`src/rtl/spy_pkg.sv`:
```
// spi flash spy definitions
package spy_pkg;

	// flash opcodes the decoder knows about
	typedef enum logic [7:0] {
		op_write_enable = 8'h06,
		op_read_status  = 8'h05,
		op_read         = 8'h03,
		op_fast_read    = 8'h0b,
		op_page_program = 8'h02,
		op_sector_erase = 8'h20
	} spi_opcode_t;

	typedef struct packed {
		logic [7:0] data;
		logic [3:0] index; // saturates at 15
		logic       first;
	} spi_byte_t;

	typedef struct packed {
		logic [7:0]  opcode; // raw byte
		logic [23:0] addr;
		logic [11:0] len;    // bytes after opcode and address
		logic        addr_valid;
	} spi_record_t;

	typedef struct packed {
		logic        valid;
		logic [3:0]  wstrb;
		logic [31:0] addr;
		logic [31:0] wdata;
	} iomem_req_t;

	// register offsets inside the iomem page
	localparam logic [19:0] reg_timer  = 20'h00000;
	localparam logic [19:0] reg_cmd    = 20'h00004;
	localparam logic [19:0] reg_addr   = 20'h00008;
	localparam logic [19:0] reg_len    = 20'h0000c;
	localparam logic [19:0] reg_status = 20'h00010;
	localparam logic [19:0] buf_base   = 20'h00100;

	localparam int          buf_words  = 64;
	localparam logic [31:0] bad_read   = 32'hdecafbad;
	localparam logic [11:0] iomem_page = 12'h040; // addr[31:20]

endpackage

```
`src/rtl/payload_buffer.sv`:
```
// frame payload buffer
module payload_buffer (
	input  logic               clk,
	input  logic               resetn,
	input  logic               byte_valid,
	input  spy_pkg::spi_byte_t byte_in,
	input  logic [5:0]         buf_rd_index,
	output logic [31:0]        buf_rd_data
);
	import spy_pkg::*;

	logic [31:0] mem [buf_words];
	logic [7:0]  lo_addr;   // low address byte of the frame
	logic [7:0]  offset;    // payload offset, runs past the index limit
	logic [7:0]  wr_pos;
	logic        payload;

	assign payload = byte_valid && byte_in.index >= 4'd4;
	assign wr_pos  = lo_addr + offset; // wraps at 256

	always_ff @(posedge clk) begin
		if (!resetn) begin
			offset <= '0;
		end else if (byte_valid && byte_in.first) begin
			offset <= '0;
		end else if (payload) begin
			offset <= offset + 8'd1;
		end
	end

	always_ff @(posedge clk) begin
		if (byte_valid && byte_in.index == 4'd3)
			lo_addr <= byte_in.data;
	end

	// byte lane write, little endian inside the word
	always_ff @(posedge clk) begin
		if (payload)
			mem[wr_pos[7:2]][{wr_pos[1:0], 3'b000} +: 8] <= byte_in.data;
	end

	always_ff @(posedge clk) begin
		buf_rd_data <= mem[buf_rd_index];
	end

endmodule

```
`src/rtl/spi_byte_sampler.sv`:
```
// spi pin sampler
module spi_byte_sampler (
	input  logic               clk,
	input  logic               resetn,
	input  logic               spi_cs_n,
	input  logic               spi_sclk,
	input  logic               spi_di,
	output logic               byte_valid,
	output spy_pkg::spi_byte_t byte_out,
	output logic               frame_end
);
	import spy_pkg::*;

	logic [1:0] cs_sync;
	logic [1:0] sclk_sync;
	logic [1:0] di_sync;
	logic       cs_q;
	logic       sclk_q;
	logic [2:0] bit_cnt;
	logic [6:0] shift;
	logic [3:0] byte_idx;
	logic       sclk_rise;
	logic       cs_rise;
	logic       cs_fall;

	assign sclk_rise = sclk_sync[1] & ~sclk_q & ~cs_sync[1]; // only inside a frame
	assign cs_rise   = cs_sync[1] & ~cs_q;
	assign cs_fall   = ~cs_sync[1] & cs_q;

	always_ff @(posedge clk) begin
		if (!resetn) begin
			cs_sync   <= 2'b11;
			sclk_sync <= 2'b00;
			cs_q      <= 1'b1;
			sclk_q    <= 1'b0;
		end else begin
			cs_sync   <= {cs_sync[0], spi_cs_n};
			sclk_sync <= {sclk_sync[0], spi_sclk};
			cs_q      <= cs_sync[1];   // edge register
			sclk_q    <= sclk_sync[1];
		end
	end

	always_ff @(posedge clk) begin
		di_sync <= {di_sync[0], spi_di}; // same delay as sclk
		if (sclk_rise) begin
			shift <= {shift[5:0], di_sync[1]}; // msb first
			if (bit_cnt == 3'd7) begin
				byte_out.data  <= {shift, di_sync[1]};
				byte_out.index <= byte_idx;
				byte_out.first <= byte_idx == 4'd0;
			end
		end
	end

	always_ff @(posedge clk) begin
		if (!resetn) begin
			byte_valid <= 1'b0;
			frame_end  <= 1'b0;
			bit_cnt    <= '0;
			byte_idx   <= '0;
		end else begin
			byte_valid <= 1'b0;
			frame_end  <= cs_rise;
			if (cs_fall) begin
				bit_cnt  <= '0;
				byte_idx <= '0;
			end else if (sclk_rise) begin
				bit_cnt <= bit_cnt + 3'd1;
				if (bit_cnt == 3'd7) begin
					byte_valid <= 1'b1;
					if (byte_idx != 4'hf)
						byte_idx <= byte_idx + 4'd1;
				end
			end
		end
	end

	// host has to keep cs low until the last byte has been seen
	a_byte_in_frame: assert property (@(posedge clk) disable iff (!resetn)
		byte_valid |-> !cs_sync[1]);

endmodule

```
`src/rtl/spi_cmd_decoder.sv`:
```
// flash command decoder
module spi_cmd_decoder (
	input  logic                 clk,
	input  logic                 resetn,
	input  logic                 byte_valid,
	input  spy_pkg::spi_byte_t   byte_in,
	input  logic                 frame_end,
	output logic                 rec_valid,
	output spy_pkg::spi_record_t rec,
	input  logic                 rec_ready
);
	import spy_pkg::*;

	typedef enum logic [1:0] {
		st_idle,
		st_collect,
		st_drop
	} frame_state_t;

	frame_state_t state;
	logic         start_frame;
	logic         addr_byte;

	// opcodes that carry a 24 bit address
	function automatic logic is_addr_op(input logic [7:0] op);
		case (spi_opcode_t'(op))
			op_read, op_fast_read, op_page_program, op_sector_erase:
				is_addr_op = 1'b1;
			op_write_enable, op_read_status:
				is_addr_op = 1'b0;
			default:
				is_addr_op = 1'b0;
		endcase
	endfunction

	assign start_frame = byte_valid && byte_in.first && state == st_idle && !rec_valid;
	assign addr_byte   = rec.addr_valid && byte_in.index >= 4'd1 && byte_in.index <= 4'd3;

	always_ff @(posedge clk) begin
		if (!resetn) begin
			state     <= st_idle;
			rec_valid <= 1'b0;
		end else begin
			if (rec_valid && rec_ready)
				rec_valid <= 1'b0;
			case (state)
				st_idle: begin
					if (byte_valid && byte_in.first)
						state <= rec_valid ? st_drop : st_collect; // pending record wins
				end
				st_collect: begin
					if (frame_end) begin
						state     <= st_idle;
						rec_valid <= 1'b1;
					end
				end
				st_drop: begin
					if (frame_end)
						state <= st_idle;
				end
				default: state <= st_idle;
			endcase
		end
	end

	// record is built in place, it only changes while no record is offered
	always_ff @(posedge clk) begin
		if (start_frame) begin
			rec.opcode     <= byte_in.data;
			rec.addr       <= '0;
			rec.len        <= '0;
			rec.addr_valid <= is_addr_op(byte_in.data);
		end else if (byte_valid && state == st_collect) begin
			if (addr_byte)
				rec.addr <= {rec.addr[15:0], byte_in.data};
			else
				rec.len <= rec.len + 12'd1;
		end
	end

	a_rec_stable: assert property (@(posedge clk) disable iff (!resetn)
		rec_valid && !rec_ready |=> $stable(rec));

	a_rec_held: assert property (@(posedge clk) disable iff (!resetn)
		rec_valid && !rec_ready |=> rec_valid);

endmodule

```
`src/rtl/spi_spy_top.sv`:
```
// spi flash spy top level
module spi_spy_top (
	input  logic                clk,
	input  logic                resetn,
	input  logic                spi_cs_n,
	input  logic                spi_sclk,
	input  logic                spi_di,
	input  spy_pkg::iomem_req_t iomem_req,
	output logic                iomem_ready,
	output logic [31:0]         iomem_rdata
);
	import spy_pkg::*;

	// byte stream
	logic        byte_valid;
	spi_byte_t   byte_out;
	logic        frame_end;

	// record handshake
	logic        rec_valid;
	spi_record_t rec;
	logic        rec_ready;

	// buffer readback
	logic [5:0]  buf_rd_index;
	logic [31:0] buf_rd_data;

	spi_byte_sampler u_sampler (
		.clk(clk), .resetn(resetn),
		.spi_cs_n(spi_cs_n), .spi_sclk(spi_sclk), .spi_di(spi_di),
		.byte_valid(byte_valid), .byte_out(byte_out), .frame_end(frame_end)
	);

	spi_cmd_decoder u_decoder (
		.clk(clk), .resetn(resetn),
		.byte_valid(byte_valid), .byte_in(byte_out), .frame_end(frame_end),
		.rec_valid(rec_valid), .rec(rec), .rec_ready(rec_ready)
	);

	payload_buffer u_payload (
		.clk(clk), .resetn(resetn),
		.byte_valid(byte_valid), .byte_in(byte_out),
		.buf_rd_index(buf_rd_index), .buf_rd_data(buf_rd_data)
	);

	spy_regs u_regs (
		.clk(clk), .resetn(resetn),
		.iomem_req(iomem_req), .iomem_ready(iomem_ready), .iomem_rdata(iomem_rdata),
		.rec_valid(rec_valid), .rec(rec), .rec_ready(rec_ready),
		.buf_rd_index(buf_rd_index), .buf_rd_data(buf_rd_data)
	);

endmodule

```
`src/rtl/spy_regs.sv`:
```
// spy iomem registers
module spy_regs (
	input  logic                 clk,
	input  logic                 resetn,
	input  spy_pkg::iomem_req_t  iomem_req,
	output logic                 iomem_ready,
	output logic [31:0]          iomem_rdata,
	input  logic                 rec_valid,
	input  spy_pkg::spi_record_t rec,
	output logic                 rec_ready,
	output logic [5:0]           buf_rd_index,
	input  logic [31:0]          buf_rd_data
);
	import spy_pkg::*;

	typedef enum logic [1:0] {
		acc_idle,
		acc_wait,
		acc_ack
	} acc_state_t;

	acc_state_t  state;
	logic        sel;
	logic [19:0] offset;
	logic        pop;
	logic        accept;
	logic        full;     // record latch occupied
	spi_record_t held;
	logic [27:0] timer;
	logic [23:0] stamp;
	logic [31:0] rd_value;

	assign sel          = iomem_req.valid && iomem_req.addr[31:20] == iomem_page;
	assign offset       = iomem_req.addr[19:0];
	assign buf_rd_index = offset[7:2];
	assign iomem_ready  = state == acc_ack;

	// popping write to status, taken in the ack cycle
	assign pop = iomem_ready && sel && offset == reg_status &&
		iomem_req.wstrb[0] && iomem_req.wdata[0];

	assign rec_ready = !full || pop;
	assign accept    = rec_valid && rec_ready;

	always_comb begin
		case (offset)
			reg_timer:  rd_value = {4'h0, timer};
			reg_cmd:    rd_value = {stamp, held.opcode};
			reg_addr:   rd_value = {8'h00, held.addr};
			reg_len:    rd_value = {19'h0, held.addr_valid, held.len};
			reg_status: rd_value = {31'h0, full};
			default:    rd_value = (offset >= buf_base) ? buf_rd_data : bad_read;
		endcase
	end

	// idle, wait for the buffer word, then a single ack
	always_ff @(posedge clk) begin
		if (!resetn) begin
			state <= acc_idle;
		end else begin
			case (state)
				acc_idle: if (sel) state <= acc_wait;
				acc_wait: state <= acc_ack;
				acc_ack:  state <= acc_idle;
				default:  state <= acc_idle;
			endcase
		end
	end

	always_ff @(posedge clk) begin
		if (state == acc_wait)
			iomem_rdata <= rd_value;
	end

	always_ff @(posedge clk) begin
		if (!resetn) begin
			timer <= '0;
			full  <= 1'b0;
		end else begin
			timer <= timer + 28'd1;
			if (accept)
				full <= 1'b1;  // a pop and a new record in one cycle keeps it full
			else if (pop)
				full <= 1'b0;
		end
	end

	always_ff @(posedge clk) begin
		if (accept) begin
			held  <= rec;
			stamp <= timer[27:4]; // coarse timestamp
		end
	end

	a_ready_pulse: assert property (@(posedge clk) disable iff (!resetn)
		iomem_ready |=> !iomem_ready);

endmodule

```
`config.mk`:
```
export PLATFORM = sky130hd
export DESIGN_NAME = spi_spy_top
export DESIGN_NICKNAME = d
export VERILOG_FILES = /design/src/rtl/spy_pkg.sv /design/src/rtl/payload_buffer.sv /design/src/rtl/spi_byte_sampler.sv /design/src/rtl/spi_cmd_decoder.sv /design/src/rtl/spi_spy_top.sv /design/src/rtl/spy_regs.sv
export SDC_FILE = /design/constraint.sdc
export NUM_CORES = 2
export LEC_CHECK = 0
export ABC_AREA = 0
export BUFFER_PORTS_ARGS = -buffer_cell sky130_fd_sc_hd__buf_4
export CAP_MARGIN = 20
export CELL_PAD_IN_SITES_DETAIL_PLACEMENT = 0
export CELL_PAD_IN_SITES_GLOBAL_PLACEMENT = 1
export CORE_MARGIN = 2
export CORE_UTILIZATION = 25
export CTS_CLUSTER_SIZE = 30
export DETAILED_ROUTE_END_ITERATION = 8
export PLACE_DENSITY_LB_ADDON = 0.2
export REMOVE_ABC_BUFFERS = 1
export SETUP_SLACK_MARGIN = 0.4
export SYNTH_ARGS = -nofsm -noshare
export SYNTH_HDL_FRONTEND = slang
export SYNTH_HIERARCHICAL = 1
export SYNTH_SLANG_ARGS = --single-unit
```
`constraint.sdc`:
```
create_clock -name clk -period 10.7 [get_ports clk]
set_clock_uncertainty 0.2 [all_clocks]
set_input_delay 3.21 -clock clk [delete_from_list [all_inputs] [get_ports clk]]
set_output_delay 3.21 -clock clk [all_outputs]
set_load 0.05 [all_outputs]
```
* After elaboration in Yosys (flattened, before gate mapping)
Memories as Yosys holds them, arrays and structs flattened. A register that Yosys moved wholly into a read port is not among the register bits.
Index checks and enable logic that the tools add are counted.
** Storage, ports and cells
- Register bits after elaboration :: 233
- Bits in writable memories :: 2048
- Bits of input ports :: 74
- Output and inout port bits :: 33
- Word-level logic and storage cells :: 122
- Memories kept :: 1
** Operators by class
- $add $sub $neg :: 7
- Order comparisons :: 4
- Eq/ne operators :: 19
- Shift-type cells :: 2
- Mux-type cells :: 17
- Bitwise logic cells :: 10
- Reductions and logical operators :: 32
** Memory list
- u_payload.mem :: depth 64, width 32, read ports 1, clocked after Yosys merged registers in 1, write ports 1, RTL line payload_buffer.sv:12 : logic [31:0] mem [buf_words];
** Operator list (count)
- case mux 32 bit (5 select lines) :: 1
- 2-to-1 mux 32 bit :: 2
- equality test 20 x 4 -> 1 bit (second input constant) :: 2
- variable shift 8 x 7 -> 32 bit (first input constant) :: 1
- variable part select 8 x 7 -> 32 bit :: 1
- adder 28 x 1 -> 28 bit (second input constant) :: 1
- equality test 20 x 3 -> 1 bit (second input constant) :: 1
- equality test 20 x 5 -> 1 bit (second input constant) :: 1
- >= comparator 20 x 9 -> 1 bit (second input constant) :: 1
- logical NOT 20 bit :: 1
- equality test 8 x 2 -> 1 bit (second input constant) :: 2
- logical AND 1 bit :: 14
- adder 12 x 1 -> 12 bit (second input constant) :: 1
- equality test 12 x 7 -> 1 bit (second input constant) :: 1
- adder 8 x 1 -> 8 bit (second input constant) :: 1
- adder 8 bit :: 1
- equality test 8 x 4 -> 1 bit (second input constant) :: 1
- equality test 8 x 6 -> 1 bit (second input constant) :: 1
- 2-to-1 mux 1 bit :: 8
- 2-to-1 mux 2 bit :: 4
- case mux 2 bit (2 select lines) :: 2
- AND reduction 2 bit :: 4
- negation 5 -> 7 bit :: 1
- != test 2 x 1 -> 1 bit (second input constant) :: 3
- other kinds (21) :: 35

* Depth between registers and ports, before layout
- Depth in word-level cells :: 11
- Gate-level depth with buffers :: 10
- Gate-level depth less buffers :: 7

* Hierarchy
Netlist, hierarchy kept.
** Modules (own cells, without submodules)
- payload_buffer :: instances 1, cells each 3997, area each 82180.1 um^2, seq. area each 62540.0 um^2
- spy_regs :: instances 1, cells each 431, area each 5734.2 um^2, seq. area each 3653.5 um^2
- spi_cmd_decoder :: instances 1, cells each 213, area each 1929.4 um^2, seq. area each 1051.0 um^2
- spi_byte_sampler :: instances 1, cells each 79, area each 1229.9 um^2, seq. area each 940.9 um^2

* Worst setup path before layout
OpenSTA, ideal clock, no wires.
- Kind :: input -> register
- Start point :: input iomem_req[44] (netlist name)
- End point :: register u_regs/held[0] (netlist name) (enable)
- Setup time :: 0.434 ns
- Data arrival time :: 5.782 ns
- Required time :: 10.066 ns
- Setup slack :: 4.284 ns
- Stages :: 4
- Path buffers :: 0
- Path through :: nor4_2 nand3_2 o41ai_2 and2_1
** On the way
- Cells in the longest elaborated chain, start to end :: 6
** RTL lines
- from (decl) :: RTL line spi_spy_top.sv:8 : input spy_pkg::iomem_req_t iomem_req,
- equality test 20 x 5 -> 1 bit :: RTL line spy_regs.sv:39 : assign pop = iomem_ready && sel && offset == reg_status &&
- logical AND 1 bit (2 in a row) :: RTL line spy_regs.sv:39
- logical AND 1 bit :: RTL line spy_regs.sv:40 : iomem_req.wstrb[0] && iomem_req.wdata[0];
- logical OR 1 bit :: RTL line spy_regs.sv:42 : assign rec_ready = !full || pop;
- net rec_ready :: RTL line spi_spy_top.sv:22 : logic rec_ready;
- logical AND 1 bit :: RTL line spy_regs.sv:43 : assign accept = rec_valid && rec_ready;
- net u_regs.accept :: RTL line spy_regs.sv:26 : logic accept;
- to (signal assigned) :: RTL line spy_regs.sv:90 : held <= rec;
- to (decl) :: RTL line spy_regs.sv:28 : spi_record_t held;
The timed path passes the listed nets, and every way through them passes these cells.
A chain may end at the register's enable or synchronous reset.

==> run summary <==
In the final routed layout, each cell accounts on average for 29.0 um. The number of buffers on the longest clock path is 4. The mean number of vias per cell is 4.75. The number of different library cells used by synthesis comes to 88. Along the worst path, the maximum fanout reaches 37. The number of cells on the worst reg-to-reg path is 8. For this design, the sink count on the clock tree is 2313. Net switching is 21.8% of the power. The number of buffers created by CTS is 269. The path class of the tightest hold or removal check is reg2reg. The clock latency at the later pin of the worst-skew pair came out at 0.89 ns. The number of hold violations in the final report is 0. The max-slew violation count is 0.

The number of endpoints failing setup at the final stage came out at 0. The wire length after detailed routing came out at 292000 um. Detailed placement ended at an HPWL of 181000 um. The final estimated routing congestion in global placement came out at 0.778.

The synthesis-stage register bit count came out at 2313. The register-to-register path setup slack is 5.92 ns. Entering global routing, the biggest net connects 94 pins. The number of antenna violations at the first check in global routing came out at 9. The placement-stage cell area is 0.0990 sq mm. In this run, the number of DRC markers left after iteration 0 of detailed routing was 4218. The final cell area excluding filler cells came out at 0.107 sq mm. The starting utilization of the core area came out at 25.1%. The width of the die came out at 608 um.

The endpoint kind of the worst setup timing path is a register. In this run the critical register-to-register path is captured at u_payload/mem[51][18]. The total power density per cell area is 180 mW/mm^2. TritonCTS built the clock tree. The via count of the first global-routing pass came out at 48800.

The combinational fraction of design power came out at 3.9%. The achievable frequency is 158 MHz. The number of buffers added for setup after CTS is 0. The floorplan step set the die height to 608 um. The clock network is responsible for 45.3% of the overall power.

In this run the critical register-to-register path is launched from u_payload/offset[0]. The run finished with clean final reports. The number of optimization iterations in the first detailed-route pass is 6. After filler insertion, the fill cell instance count of the layout stands at 35500. The post-place setup slack is 3.42 ns. The sequential cell area fraction in the yosys report came out at 74.9%. The setup slack after layout is 4.38 ns. The number of top-level pins is 107. In the layout the commonest cells are sky130_fd_sc_hd__edfxtp_1 (2186), sky130_fd_sc_hd__mux4_2 (445), sky130_fd_sc_hd__buf_4 (349), sky130_fd_sc_hd__clkbuf_16 (276), sky130_fd_sc_hd__nor2_1 (175). The slew at the pin closest to its max-slew limit is 1.17 ns. The first-pass GRT wire length is 404000 um. The part of the power in registers is 50.8%. The commonest non-fill, non-tap cell in the layout is sky130_fd_sc_hd__edfxtp_1. The startpoint type of the worst setup path is a primary input. The post-synthesis instance area came out at 0.0911 sq mm.

The post-detailed-route count of antenna-violating nets is 0. The CTS H-tree depth came out at 5. The total die area is 0.369 sq mm. The hold buffer count at CTS came out at 0.

The clock period could shrink to 6.32 ns. The post-synthesis average cell area is 19.3 sq um. The maximum ir drop on the vdd rail is 0.000118 V. The number of warnings reported in the yosys synthesis log came out at 6. Once the clock tree was built, the resizer swapped 0 gates to a different size.

The global router's overall resource usage came out at 15.5%. The cell count after synthesis is 4720. The tool flagged a number of max-cap violations equal to 0. The most critical setup path has its startpoint at iomem_req[35]. The last element of the critical path is u_payload/buf_rd_data[2]. The number of port buffers is 72. The data required time at the worst endpoint came out at 11.19 ns.

The number of nets in the final layout is 5150. The floorplan step defined a core boundary enclosing 0.363 sq mm. The post-route netlist has 27.2% of its cells at a drive strength greater than 1.

The clock tree root driver cell is sky130_fd_sc_hd__clkbuf_16. Summed over all failing endpoints, the final setup total negative slack is 0 ns. At the worst endpoint, the arrival time is 6.82 ns. For this design the total switching power over the nets is 4.21 mW. By startpoint and endpoint, the worst setup path is classified as in2reg.

Summed over all cells, the static leakage comes to 33.4 nW. The residual DRC count came out at 0. The clock-pin slew of the registers on the worst-case setup and hold paths is 0.06 ns.

The final core utilization is 29.6%. Among all flip-flop cells after synthesis, the most frequent one is sky130_fd_sc_hd__edfxtp_1. The number of synthesized flops with an enable pin came out at 2186. The overall overflow remaining after global route came out at 0.

The tightest slew margin relative to the limit came out at 21.5%. The row count is 221. The number of vias after detailed routing is 47800. The power consumption is 19.3 mW. The async set-reset flop share out of synthesis came out at 0%. The ratio of final minimum period to clock period is 59.1%. The internal power is 15.1 mW.

The area added between synthesis and finish is 17.9%. Setup repair after global routing left no endpoint under its margin.
## per-stage QoR
step           hold slack [ns]  cells
3_3_place_gp             0.114   9564
4_1_cts                  0.128  10000
2_1_floorplan            0.110   4418
6_report                 0.126  10100
5_1_grt                  0.130  10100
3_5_place_dp             0.115   9570
## worst min-delay path by stage
| stage | slack, ns | depth (start not counted) | from | endpoint |
|---|---|---|---|---|
| global placement | 0.11 | 0 | u_sampler/di_sync[0] | u_sampler/di_sync[1] |
| floorplan | 0.11 | 0 | u_sampler/di_sync[0] | u_sampler/di_sync[1] |
| detailed placement | 0.11 | 0 | u_sampler/di_sync[0] | u_sampler/di_sync[1] |
| CTS | 0.13 | 0 | u_sampler/di_sync[0] | u_sampler/di_sync[1] |
| finish | 0.13 | 0 | u_sampler/di_sync[0] | u_sampler/di_sync[1] |
| global route | 0.13 | 0 | u_sampler/di_sync[0] | u_sampler/di_sync[1] |
## cells in the mapped netlist, types with 72 or more instances
master,instances,share of area (%)
sky130_fd_sc_hd__edfxtp_1,2186,72
sky130_fd_sc_hd__clkbuf_1,113,0.47
sky130_fd_sc_hd__nor3_1,160,0.88
sky130_fd_sc_hd__dfxtp_1,127,2.8
sky130_fd_sc_hd__mux2i_1,174,1.9
sky130_fd_sc_hd__mux4_2,445,11
sky130_fd_sc_hd__a221oi_1,72,0.69
sky130_fd_sc_hd__nor2_1,181,0.75
sky130_fd_sc_hd__nand2_1,154,0.63
sky130_fd_sc_hd__nand4_1,80,0.55
sky130_fd_sc_hd__buf_2,84,0.46
sky130_fd_sc_hd__a21oi_1,107,0.59
## logic make-up after synthesis
logic type / synth area share, %
muxes: 13.9
xor gates and xnor gates: 0.345
buffers and inverters: 1.93
adders and majority gates: 0.310
AOI/OAI and AO/OA: 3.79
DFF: 74.9
and+or+nand+nor: 4.91
## power groups by stage
stage                     logic [mW]  registers [mW]  clock network [mW]
after CTS                      0.766            9.83                9.01
after detailed placement       0.765            10.0                   0
after global routing           0.789            9.82                9.36
final                          0.749            9.82                8.76
after floorplan                0.333            9.97                   0
after global placement         0.765            10.0                   0
## metal layers
metal,vias up,GRT usage [%],wire length [um]
li1,20200,-,-
met5,-,0,0
met2,1266,25.6,140000
met4,0,3.75,7350
met3,343,2.26,13800
met1,25900,21.3,130000
## critical path, stage by stage
cell and delay [ns]:
sky130_fd_sc_hd__buf_8 0.36, sky130_fd_sc_hd__buf_4 0.65, sky130_fd_sc_hd__nand2_1 0.88, sky130_fd_sc_hd__o221a_2 0.61, sky130_fd_sc_hd__o21ai_0 0.14, sky130_fd_sc_hd__a22oi_1 0.23
sky130_fd_sc_hd__nor4_1 0.60
## layout make-up
class                   instances  area, sq um  share of cell area [%]
multi-input cells            2085        21900                    20.4
inverters                      20         77.6                  0.0722
clock inverters               127         1030                   0.957
flip-flops and latches       2313        68200                    63.5
repair buffers                365         2890                    2.69
well taps                    4794         6000                    5.59
clock buffers                 349         7270                    6.77
diodes                          6         15.0                  0.0140
## flip-flops by register name (all words and copies together) (netlist names), 2 cells and up
register and cells:
u_decoder/rec 45, u_decoder/state 2, u_payload/buf_rd_data 32, u_payload/lo_addr 8
u_payload/mem 2048, u_payload/offset 8, u_regs/held 45, u_regs/iomem_rdata 32
u_regs/stamp 24, u_regs/state 2, u_regs/timer 28, u_sampler/bit_cnt 3
u_sampler/byte_idx 4, u_sampler/byte_out 13, u_sampler/cs_sync 2, u_sampler/di_sync 2
u_sampler/sclk_sync 2, u_sampler/shift 7
Power figures use the tool's default switching activity.
